--- src/source/palette_pkg.sv ---
package palette_pkg;

  // Stored palette entry is RGB565
  localparam int COLOUR_W = 16;

  // Width of the byte address carried on the pixel path
  localparam int PIX_ADDR_W = 16;

  typedef struct packed {
    logic sof; // First pixel of a frame
    logic eol; // Last pixel of a line
  } pix_tag_t;

  typedef struct packed {
    logic [PIX_ADDR_W-1:0] addr; // Table byte address
    pix_tag_t              tag;
  } pix_addr_t;

  typedef struct packed {
    logic [COLOUR_W-1:0] colour; // R[15:11] G[10:5] B[4:0]
    pix_tag_t            tag;
  } pix_565_t;

  typedef struct packed {
    logic [7:0] r;
    logic [7:0] g;
    logic [7:0] b;
    pix_tag_t   tag;
  } pix_888_t;

  // Write response state of the colour table
  typedef enum logic {
    WR_IDLE,
    WR_RESP
  } wr_state_t;

endpackage

--- src/source/rgb_expand.sv ---
module rgb_expand (
  input  logic                  aclk,
  input  logic                  aresetn,
  input  logic                  colour_valid,
  input  palette_pkg::pix_565_t colour_in,
  output logic                  pix_valid,
  output palette_pkg::pix_888_t pix_out
);

  import palette_pkg::*;

  logic [4:0] red5;
  logic [5:0] grn6;
  logic [4:0] blu5;
  pix_888_t   pix_next;

  // Split the RGB565 entry
  assign red5 = colour_in.colour[15:11];
  assign grn6 = colour_in.colour[10:5];
  assign blu5 = colour_in.colour[4:0];

  // Top bits repeated into the low end so full scale maps to 8'hff
  assign pix_next.r   = {red5, red5[4:2]};
  assign pix_next.g   = {grn6, grn6[5:4]};
  assign pix_next.b   = {blu5, blu5[4:2]};
  assign pix_next.tag = colour_in.tag; // Markers ride along unchanged

  always_ff @(posedge aclk) begin
    if (!aresetn) begin
      pix_valid <= 1'b0;
    end else begin
      pix_valid <= colour_valid;
    end
  end

  always_ff @(posedge aclk) begin
    pix_out <= pix_next;
  end

endmodule

--- config.mk ---
export PLATFORM = sky130hd
export DESIGN_NAME = rgb_expand
export DESIGN_NICKNAME = d
export VERILOG_FILES = /design/src/source/palette_pkg.sv /design/src/source/rgb_expand.sv
export SDC_FILE = /design/constraint.sdc
export NUM_CORES = 1
export LEC_CHECK = 0
export BUFFER_PORTS_ARGS = -buffer_cell sky130_fd_sc_hd__buf_4
export CORE_MARGIN = 2
export CORE_UTILIZATION = 30
export DETAILED_ROUTE_END_ITERATION = 16
export PLACE_DENSITY = 0.71
export SLEW_MARGIN = 20
export SYNTH_ARGS = -nofsm -noshare
export SYNTH_HDL_FRONTEND = slang
export SYNTH_SLANG_ARGS = --single-unit
--- constraint.sdc ---
create_clock -name aclk -period 0.8 [get_ports aclk]
set_clock_uncertainty 0.1 [all_clocks]
set_input_delay 0.04 -clock aclk [delete_from_list [all_inputs] [get_ports aclk]]
set_output_delay 0.04 -clock aclk [all_outputs]
set_load 0.01 [all_outputs]
; Word level (Yosys, flattened, before mapping)
; Cells that the tools add are included.
; W data, S select, Z words.
[word_totals]
inputBits = 21
ff_bits = 27
word_cells = 6
out_inout_bits = 27

; Depth between registers and ports, before layout
[logic_depth]
depth_word = 0
mapped_depth = 1
ltp_nobuf = 1

; Worst setup path before layout
; OpenSTA, ideal clock, no wires.
[synth_timing]
path_type = register -> output
from = register pix_out[16] (netlist bit)
to = output port pix_out[16] (netlist bit)
t_required_ns = 0.660
t_arrival_ns = 0.485
stages_incl_launch_ff = 2
slack_ns = 0.175
path_buffers = 1
cell_sequence = dfxtp_1 -> buf_4
[synth_rtl]
columns = item, line_no
row1 = from (decl), rgb_expand.sv:7  ; output palette_pkg::pix_888_t pix_out
row2 = from (signal assigned), rgb_expand.sv:37  ; pix_out <= pix_next;
; No word-level cell between the ends.

==> results.json <==
{
  "status": "finished, violations left",
  "violations": "setup timing",
  "vdd_ir_drop_max_v": 0.0009369,
  "vias": 425,
  "end_kind": "primary output",
  "final_cell_mix": "buf_6, buf_4, dlygate4sd3_1",
  "core_area_um2": 1350,
  "die_y_um": 42.59,
  "syn-cell-area_um2": 446.7,
  "drv_slew": 0,
  "syn2layout_area_growth_pct": 147.6,
  "crit_slowest_cell": "dfxtp_2",
  "wl_per_cell_um": 13.15,
  "start_util": 0.3309,
  "grt_use_total": 0.1638,
  "cp_top_family": "flip-flops",
  "criticalPathCategory": "flip-flop to primary output",
  "crit_arrival_ns": 0.75,
  "grt_pass1_wl_um": 2118,
  "antenna_left": 0,
  "crit_required_ns": 0.66,
  "wl_um": 1394,
  "ys_seq_area_frac": 0.8515,
  "crit_buf_inv": 1,
  "clock_path_buffers": 2,
  "drcViolationCount": 0,
  "p_leak_nw": 0.5200,
  "hold_path.class": "input pin to flip-flop",
  "min_period_over_period": 1.117,
  "grt_max_degree": 11,
  "pin_count": 48,
  "drive_gt1_frac": 0.7582,
  "finalCoreUtilization": 0.8193,
  "grt_overflow": 0,
  "worst_pin_slew_ns": 0.09771,
  "antenna_found_initial": 0,
  "die_area_um2": 1813,
  "setup_viol_count_final": 27,
  "final_common_cell": "buf_6",
  "ys_warn_count": 0,
  "design_area_um2": 1106,
  "clock.fmax_mhz": 1119,
  "min_from": "colour_in[2]",
  "max_slew_margin": 0.9346,
  "cts_htree_levels": 1,
  "critPathMaxFanout": 2,
  "cts_setup_buffers": 0,
  "grt_util_met1": 0.1676,
  "row_count": 13,
  "cts_tree": "done",
  "syn_inst": 28,
  "cp_cell_sequence": "buf_4",
  "hpwl_um": 735.5,
  "whs_path_depth": 2,
  "drt_iter0_drc": 2,
  "post-route-min-period_ns": 0.8935,
  "worstHoldEndpoint": "pix_out[5]$_DFF_P_",
  "power.total_mw": 1.830,
  "worst_slack_ns": -0.09350,
  "grt_util_met2": 0.2923,
  "startpoint": "pix_out[24]$_DFF_P_",
  "drt-pass1-iter-count": 2,
  "hold_viol": 0,
  "numPortBuffers": 47,
  "cts_sinks": 19,
  "dieWidth_um": 42.59,
  "ys_types": 3,
  "max_stage_delay_ns": 0.34,
  "numCtsBuffers": 3,
  "powerDensity_nw_per_um2": 1655,
  "rsz0062_at_grt": "true",
  "ys_ff_latch": 19,
  "placed_cell_area_um2": 758.2,
  "cap_violations": 0,
  "cp-start-kind": "flip-flop",
  "root_buffer": "clkbuf_4",
  "path_clk_slew_ns": 0.10,
  "gp_congestion": 0.5769,
  "synth_fp_nets": 49,
  "grt-busiest-layer": "met2",
  "viasPerCell": 4.009,
  "layout.nets": 113,
  "setup-tns-final_ns": -1.863,
  "place_ws_ns": 0.2223,
  "diodes": 0,
  "grt_pass1_vias": 450,
  "avgSynthCellArea_um2": 15.95,
  "use_met3": 0.07328
}
## sequential cells by signal, summed over array words and instances (netlist names)
signal	cells
pix_out	18
pix_valid	1
## worst max path at each step
stage / to / cells past startpoint / slack (ns)
2_1_floorplan: pix_out[16] / 1 / 0.17
3_3_place_gp: pix_out[23] / 1 / 0.24
5_1_grt: pix_out[18] / 1 / -0.14
6_report: pix_out[19] / 1 / -0.09
3_5_place_dp: pix_out[10] / 1 / 0.22
4_1_cts: pix_out[10] / 1 / -0.08
## metal layers
| metal | share of wire | vias up |
|---|---|---|
| met3 | 0.10 | 2 |
| met1 | 0.35 | 189 |
| met5 | 0 | - |
| met2 | 0.54 | 32 |
| li1 | - | 202 |
| met4 | 0.0057 | 0 |
## cell usage after synthesis
library cell,count,share of area
dfxtp_1,19,0.85
buf_4,8,0.13
and2_1,1,0.014
## cell families after synthesis
group | Yosys count | share of synthesized area
buf+inv | 8 | 0.1345
flops | 19 | 0.8515
simple gates | 1 | 0.01401
## where the power goes
group / switching, mW / leakage, nW / internal (mW)
clock: 0.255 / 0.0150 / 0.193
combinational: 0.0923 / 0.344 / 0.249
sequential: 0.0344 / 0.161 / 1.01
total: 0.381 / 0.520 / 1.45
## cell type report
class | instances | area (um^2)
multi-input cells | 1 | 6.256
fillers | 65 | 244.0
well taps | 15 | 18.77
repair buffers | 67 | 650.6
flip-flops and latches | 19 | 404.1
clock buffers | 4 | 26.28
## what timing repair did
item / CTS / global route
hold endpoints to repair: 19 / 0
resized for setup: 35 / 10
pin swaps: 0 / 0
hold buffers: 20 / 0
setup endpoints to repair: 27 / 27
## stage by stage
step                hold WS (ns)  cells
detailed placement       0.04552     82
global route              0.2746    106
global placement         0.04470     82
CTS                       0.2926    106
floorplan               -0.03228     28
finish                    0.3006    106
Note: power is estimated with default switching activity, not from simulation.
