--- src/source/palette_pkg.sv ---
package palette_pkg;

  // Stored palette entry is RGB565
  localparam int COLOUR_W = 16;

  // Width of the byte address carried on the pixel path
  localparam int PIX_ADDR_W = 16;

  typedef struct packed {
    logic sof; // First pixel of a frame
    logic eol; // Last pixel of a line
  } pix_tag_t;

  typedef struct packed {
    logic [PIX_ADDR_W-1:0] addr; // Table byte address
    pix_tag_t              tag;
  } pix_addr_t;

  typedef struct packed {
    logic [COLOUR_W-1:0] colour; // R[15:11] G[10:5] B[4:0]
    pix_tag_t            tag;
  } pix_565_t;

  typedef struct packed {
    logic [7:0] r;
    logic [7:0] g;
    logic [7:0] b;
    pix_tag_t   tag;
  } pix_888_t;

  // Write response state of the colour table
  typedef enum logic {
    WR_IDLE,
    WR_RESP
  } wr_state_t;

endpackage

--- src/source/pixel_index_gen.sv ---
module pixel_index_gen #(
  parameter int OFFSET     = 0,
  parameter int ADDR_WIDTH = 16,
  parameter int H_ACTIVE   = 640,
  parameter int V_ACTIVE   = 480
) (
  input  logic                   aclk,
  input  logic                   aresetn,
  input  logic                   index_valid,
  input  logic [7:0]             index,
  output logic                   addr_valid,
  output palette_pkg::pix_addr_t addr_out
);

  import palette_pkg::*;

  localparam int H_W = $clog2(H_ACTIVE + 1);
  localparam int V_W = $clog2(V_ACTIVE + 1);

  logic [H_W-1:0]        h_cnt;
  logic [V_W-1:0]        v_cnt;
  logic                  h_last;
  logic                  v_last;
  logic [ADDR_WIDTH-1:0] byte_addr;
  pix_tag_t              tag_next;

  assign h_last = (h_cnt == H_W'(H_ACTIVE - 1));
  assign v_last = (v_cnt == V_W'(V_ACTIVE - 1));

  // Two bytes per RGB565 entry
  assign byte_addr = ADDR_WIDTH'(OFFSET) + ADDR_WIDTH'({index, 1'b0});

  assign tag_next.sof = (h_cnt == '0) && (v_cnt == '0);
  assign tag_next.eol = h_last;

  // Raster position advances only on a valid index
  always_ff @(posedge aclk) begin
    if (!aresetn) begin
      h_cnt      <= '0;
      v_cnt      <= '0;
      addr_valid <= 1'b0;
    end else begin
      addr_valid <= index_valid;
      if (index_valid) begin
        if (h_last) begin
          h_cnt <= '0;
          v_cnt <= v_last ? '0 : v_cnt + 1'b1; // Wrap at end of frame
        end else begin
          h_cnt <= h_cnt + 1'b1;
        end
      end
    end
  end

  always_ff @(posedge aclk) begin
    addr_out.addr <= PIX_ADDR_W'(byte_addr);
    addr_out.tag  <= tag_next;
  end

endmodule

--- config.mk ---
export PLATFORM = sky130hd
export DESIGN_NAME = pixel_index_gen
export DESIGN_NICKNAME = d
export VERILOG_FILES = /design/src/source/palette_pkg.sv /design/src/source/pixel_index_gen.sv
export SDC_FILE = /design/constraint.sdc
export NUM_CORES = 1
export LEC_CHECK = 0
export BUFFER_PORTS_ARGS = -buffer_cell sky130_fd_sc_hd__buf_2
export CAP_MARGIN = 40
export CORE_AREA = 2 2 56 58
export CTS_BUF_LIST = sky130_fd_sc_hd__clkbuf_8
export CTS_CLUSTER_DIAMETER = 80
export DETAILED_ROUTE_END_ITERATION = 10
export DIE_AREA = 0 0 58 60
export PLACE_DENSITY_LB_ADDON = 0.3
export SYNTH_ARGS = -nofsm -noshare
export SYNTH_HDL_FRONTEND = slang
export SYNTH_SLANG_ARGS = --single-unit
--- constraint.sdc ---
create_clock -name aclk -period 1.9 [get_ports aclk]
set_clock_uncertainty 0.2 [all_clocks]
set_input_delay 0.19 -clock aclk [delete_from_list [all_inputs] [get_ports aclk]]
set_output_delay 0.19 -clock aclk [all_outputs]
set_load 0.005 [all_outputs]
After elaboration in Yosys (flattened, before gate mapping)
Index checks and enable logic that the tools add are counted.
- input port bits: 11
- output and inout port bits: 19
- logic and storage cells: 16
- flip-flop bits (word level): 30
- equality and inequality tests: 2
- muxes and demuxes: 2
- add/sub/neg operators: 2
- reductions and logical operators: 4
- operator list (cell ; number):
    adder 10 x 1 -> 10 bit, second input constant ; 1
    equality test 10 bit, second input constant ; 1
    zero test 10 bit ; 1
    2-to-1 mux 10 bit ; 1
    adder 9 x 1 -> 9 bit, second input constant ; 1
    equality test 9 bit, second input constant ; 1
    zero test 9 bit ; 1
    2-to-1 mux 9 bit ; 1
    AND reduction 2 bit ; 1
    logical AND 1 bit ; 1

Longest topological paths before layout
- depth in word-level cells: 2
- depth in mapped cells: 5
- mapped depth without buffers: 5

Worst setup path after synthesis
No wires, ideal clock.
- path type: flip-flop to flip-flop
- from: register v_cnt[0]
- to: register v_cnt[5]
- required time: 1.583 ns
- clock period less this slack: 1.858 ns
- stages on the path, launching flop included: 6
- slack: 0.042 ns
- setup time: 0.117 ns
- path buffers: 0
- data arrival time: 1.541 ns
- cell sequence: dfxtp_1 > ha_1 > nand4_1 > or4b_4 > nor4b_1 > o2bb2ai_1
- longest elaborated chain between the ends: 2
- elaborated cells on any way between the ends: 3
- classes of those cells: add/sub: 1; eq/ne: 1; mux: 1
- RTL lines (item ; line ; text):
    from (decl) ; pixel_index_gen.sv:21 ; logic [V_W-1:0] v_cnt;
    from (signal assigned) ; pixel_index_gen.sv:47 ; v_cnt <= v_last ? '0 : v_cnt + 1'b1;
    adder 9 x 1 -> 9 bit / equality test 9 bit (equally long branches) ; pixel_index_gen.sv:47, pixel_index_gen.sv:28 ;
    2-to-1 mux 9 bit (*) ; pixel_index_gen.sv:47 ;
Mark *: on every way between the ends. The rest lies on a longest branch, timed or not.
A chain may end at the register's enable or synchronous reset.

Worst setup path in the final report
Ends and elaborated chain as after synthesis.

==> out/metrics.yaml <==
outcome: "finished clean"
syn_to_final_growth_pct: 24.4
coreArea_mm2: 0.00290
clockBufferDepth: 2
die_w_um: 58
fp.dieArea_mm2: 0.00348
wl_per_cell_um: 12.0
vias: 1126
final_common_cell: "dfxtp_1"
firstDrtPassIters: 4
first_iter_violations: 18
die_h_um: 60
cts.sinks: 30
rows: 20
post-route-period-util: 0.952
setup_violations: 0
cap_violations: 0
hold_class: "in -> reg"
syn-cell-area_mm2: 0.00135
io_pins: 30
insertedDiodeCount: 0
gp_congestion: 0.896
postSynth.asyncResetShare: 0
grt_use_total: 0.169
yosysWarnings: 0
fin_crit_ps: 1810
vdd_drop_max_v: 0.000586
drive_gt1_frac: 0.227
timing.fmax_ghz: 0.553
critPathLaunchType: "flip-flop"
ys_types: 38
cp.arrival_ps: 1790
cts_buffers: 5
avgSynthCellArea_um2: 9.46
numPortBuffers: 21
remaining_drc_errors: 0
fill_cells: 254
rsz0062_at_grt: "no"
grt_first_pass_wirelength_mm: 4.34
grt_pass1_vias: 1049
cts_setup_buffers: 0
p_leak_nw: 0.698
hpwl_mm: 1.86
seq_area_frac_synth: 0.444
final_nets: 199
cts_tree: "done"
final_util: 0.580
cp-end-kind: "flip-flop"
insertion_delay_ps: 280
ys.flop_type: "dfxtp_1"
fin_ws_ps: 90.7
cp_max_fo: 6
synth_cells: 143
grt_max_degree: 21
final_area_mm2: 0.00168
placed_cell_area_mm2: 0.00151
antenna_found_initial: 0
hold_viol: 0
dp_slack_ps: 100
path_clk_slew_ps: 60
vias_per_cell: 5.17
timing_worst_setup_path_type: "reg -> reg"
synth-edff-count: 0
grt-ovfl-total: 0
ys_seq_elements: 30
drv_slew: 0
cts_root_buffer: "clkbuf_8"
start_util: 0.466
ant_nets: 0
cp.required_ps: 1880
totalWireLength_mm: 2.62
layout_common_cells: "dfxtp_1, buf_2, nand2_1, buf_4"
finalSetupTns_ps: 0
h-tree-depth: 2
p_per_area_mw_per_mm2: 732
## cell usage after synthesis, types with 3 or more instances
master	count	share of area
dfxtp_1	30	0.44
nand2_1	11	0.031
buf_4	8	0.044
nand3_1	8	0.030
nand4_1	8	0.037
nor2_1	7	0.019
and2_1	6	0.028
inv_1	6	0.017
xnor2_1	6	0.039
a21oi_1	5	0.018
nand2b_1	5	0.023
ha_1	4	0.037
nor4_1	4	0.018
nor3_1	3	0.011
xor2_1	3	0.019
## cells by family after synthesis
kind of cell               after synthesis  share of synthesized area
muxes                                    2                     0.0148
AOI/OAI and AO/OA                       15                     0.0749
DFF                                     30                      0.444
other                                    1                    0.00277
and+or+nand+nor                         65                      0.291
xor gates and xnor gates                 9                     0.0583
buffers and inverters                   17                     0.0768
adders and majority gates                4                     0.0370
## sequential cells by signal, indices dropped and copies added (netlist names)
name        cells
addr_out       10
addr_valid      1
h_cnt          10
v_cnt           9
## final cells by class
class | count | area, um^2 | area share
Clock buffer | 6 | 82.6 | 0.0491
Multi-Input combinational cell | 103 | 674 | 0.401
Inverter | 6 | 22.5 | 0.0134
Timing Repair Buffer | 38 | 253 | 0.150
Sequential cell | 30 | 601 | 0.357
Clock inverter | 2 | 8.76 | 0.00520
Tap cell | 33 | 41.3 | 0.0245
## repair_timing
item,4_1_cts,5_1_grt
hold buffers,8,0
resized for setup,0,0
hold endpoints to repair,8,0
## power breakdown
part           internal [W]  switching [W]
clock              0.000286       0.000229
combinational     0.0000369      0.0000296
sequential         0.000645     0.00000585
## path summary, 6_finish.rpt
| check | cells after the start | endpoint | slack (ps) | from |
|---|---|---|---|---|
| min reg2reg | 2 | h_cnt[5]$_SDFFE_PN0P_ | 310 | h_cnt[5]$_SDFFE_PN0P_ |
| min | 2 | addr_valid$_SDFF_PN0_ | 20 | index_valid |
| max reg2reg | 5 | v_cnt[5]$_SDFFE_PN0P_ | 90 | v_cnt[0]$_SDFFE_PN0P_ |
| max | 5 | v_cnt[5]$_SDFFE_PN0P_ | 90 | v_cnt[0]$_SDFFE_PN0P_ |
## layer usage
| metal | track usage | routed length, um |
|---|---|---|
| met1 | 0.187 | 1130 |
| met2 | 0.276 | 1290 |
| met3 | 0.0671 | 150 |
| met4 | 0.0963 | 44 |
| met5 | 0 | 0 |
## worst max-delay path, stage by stage, from the launching register on
cell       delay (ps)
dfxtp_1           330
ha_1              170
nand4_1           130
or4b_4            580
nor4b_1           170
o2bb2ai_1         120
## per-stage QoR
step                      instances  hold slack [ps]  total power [W]
after detailed placement        202             94.1         0.000719
after CTS                       218             12.9          0.00125
after floorplan                 150             17.7         0.000705
after global placement          202             92.1         0.000717
final                           218             18.0          0.00123
after global routing            218             28.2          0.00128
Power figures use the tool's default switching activity.
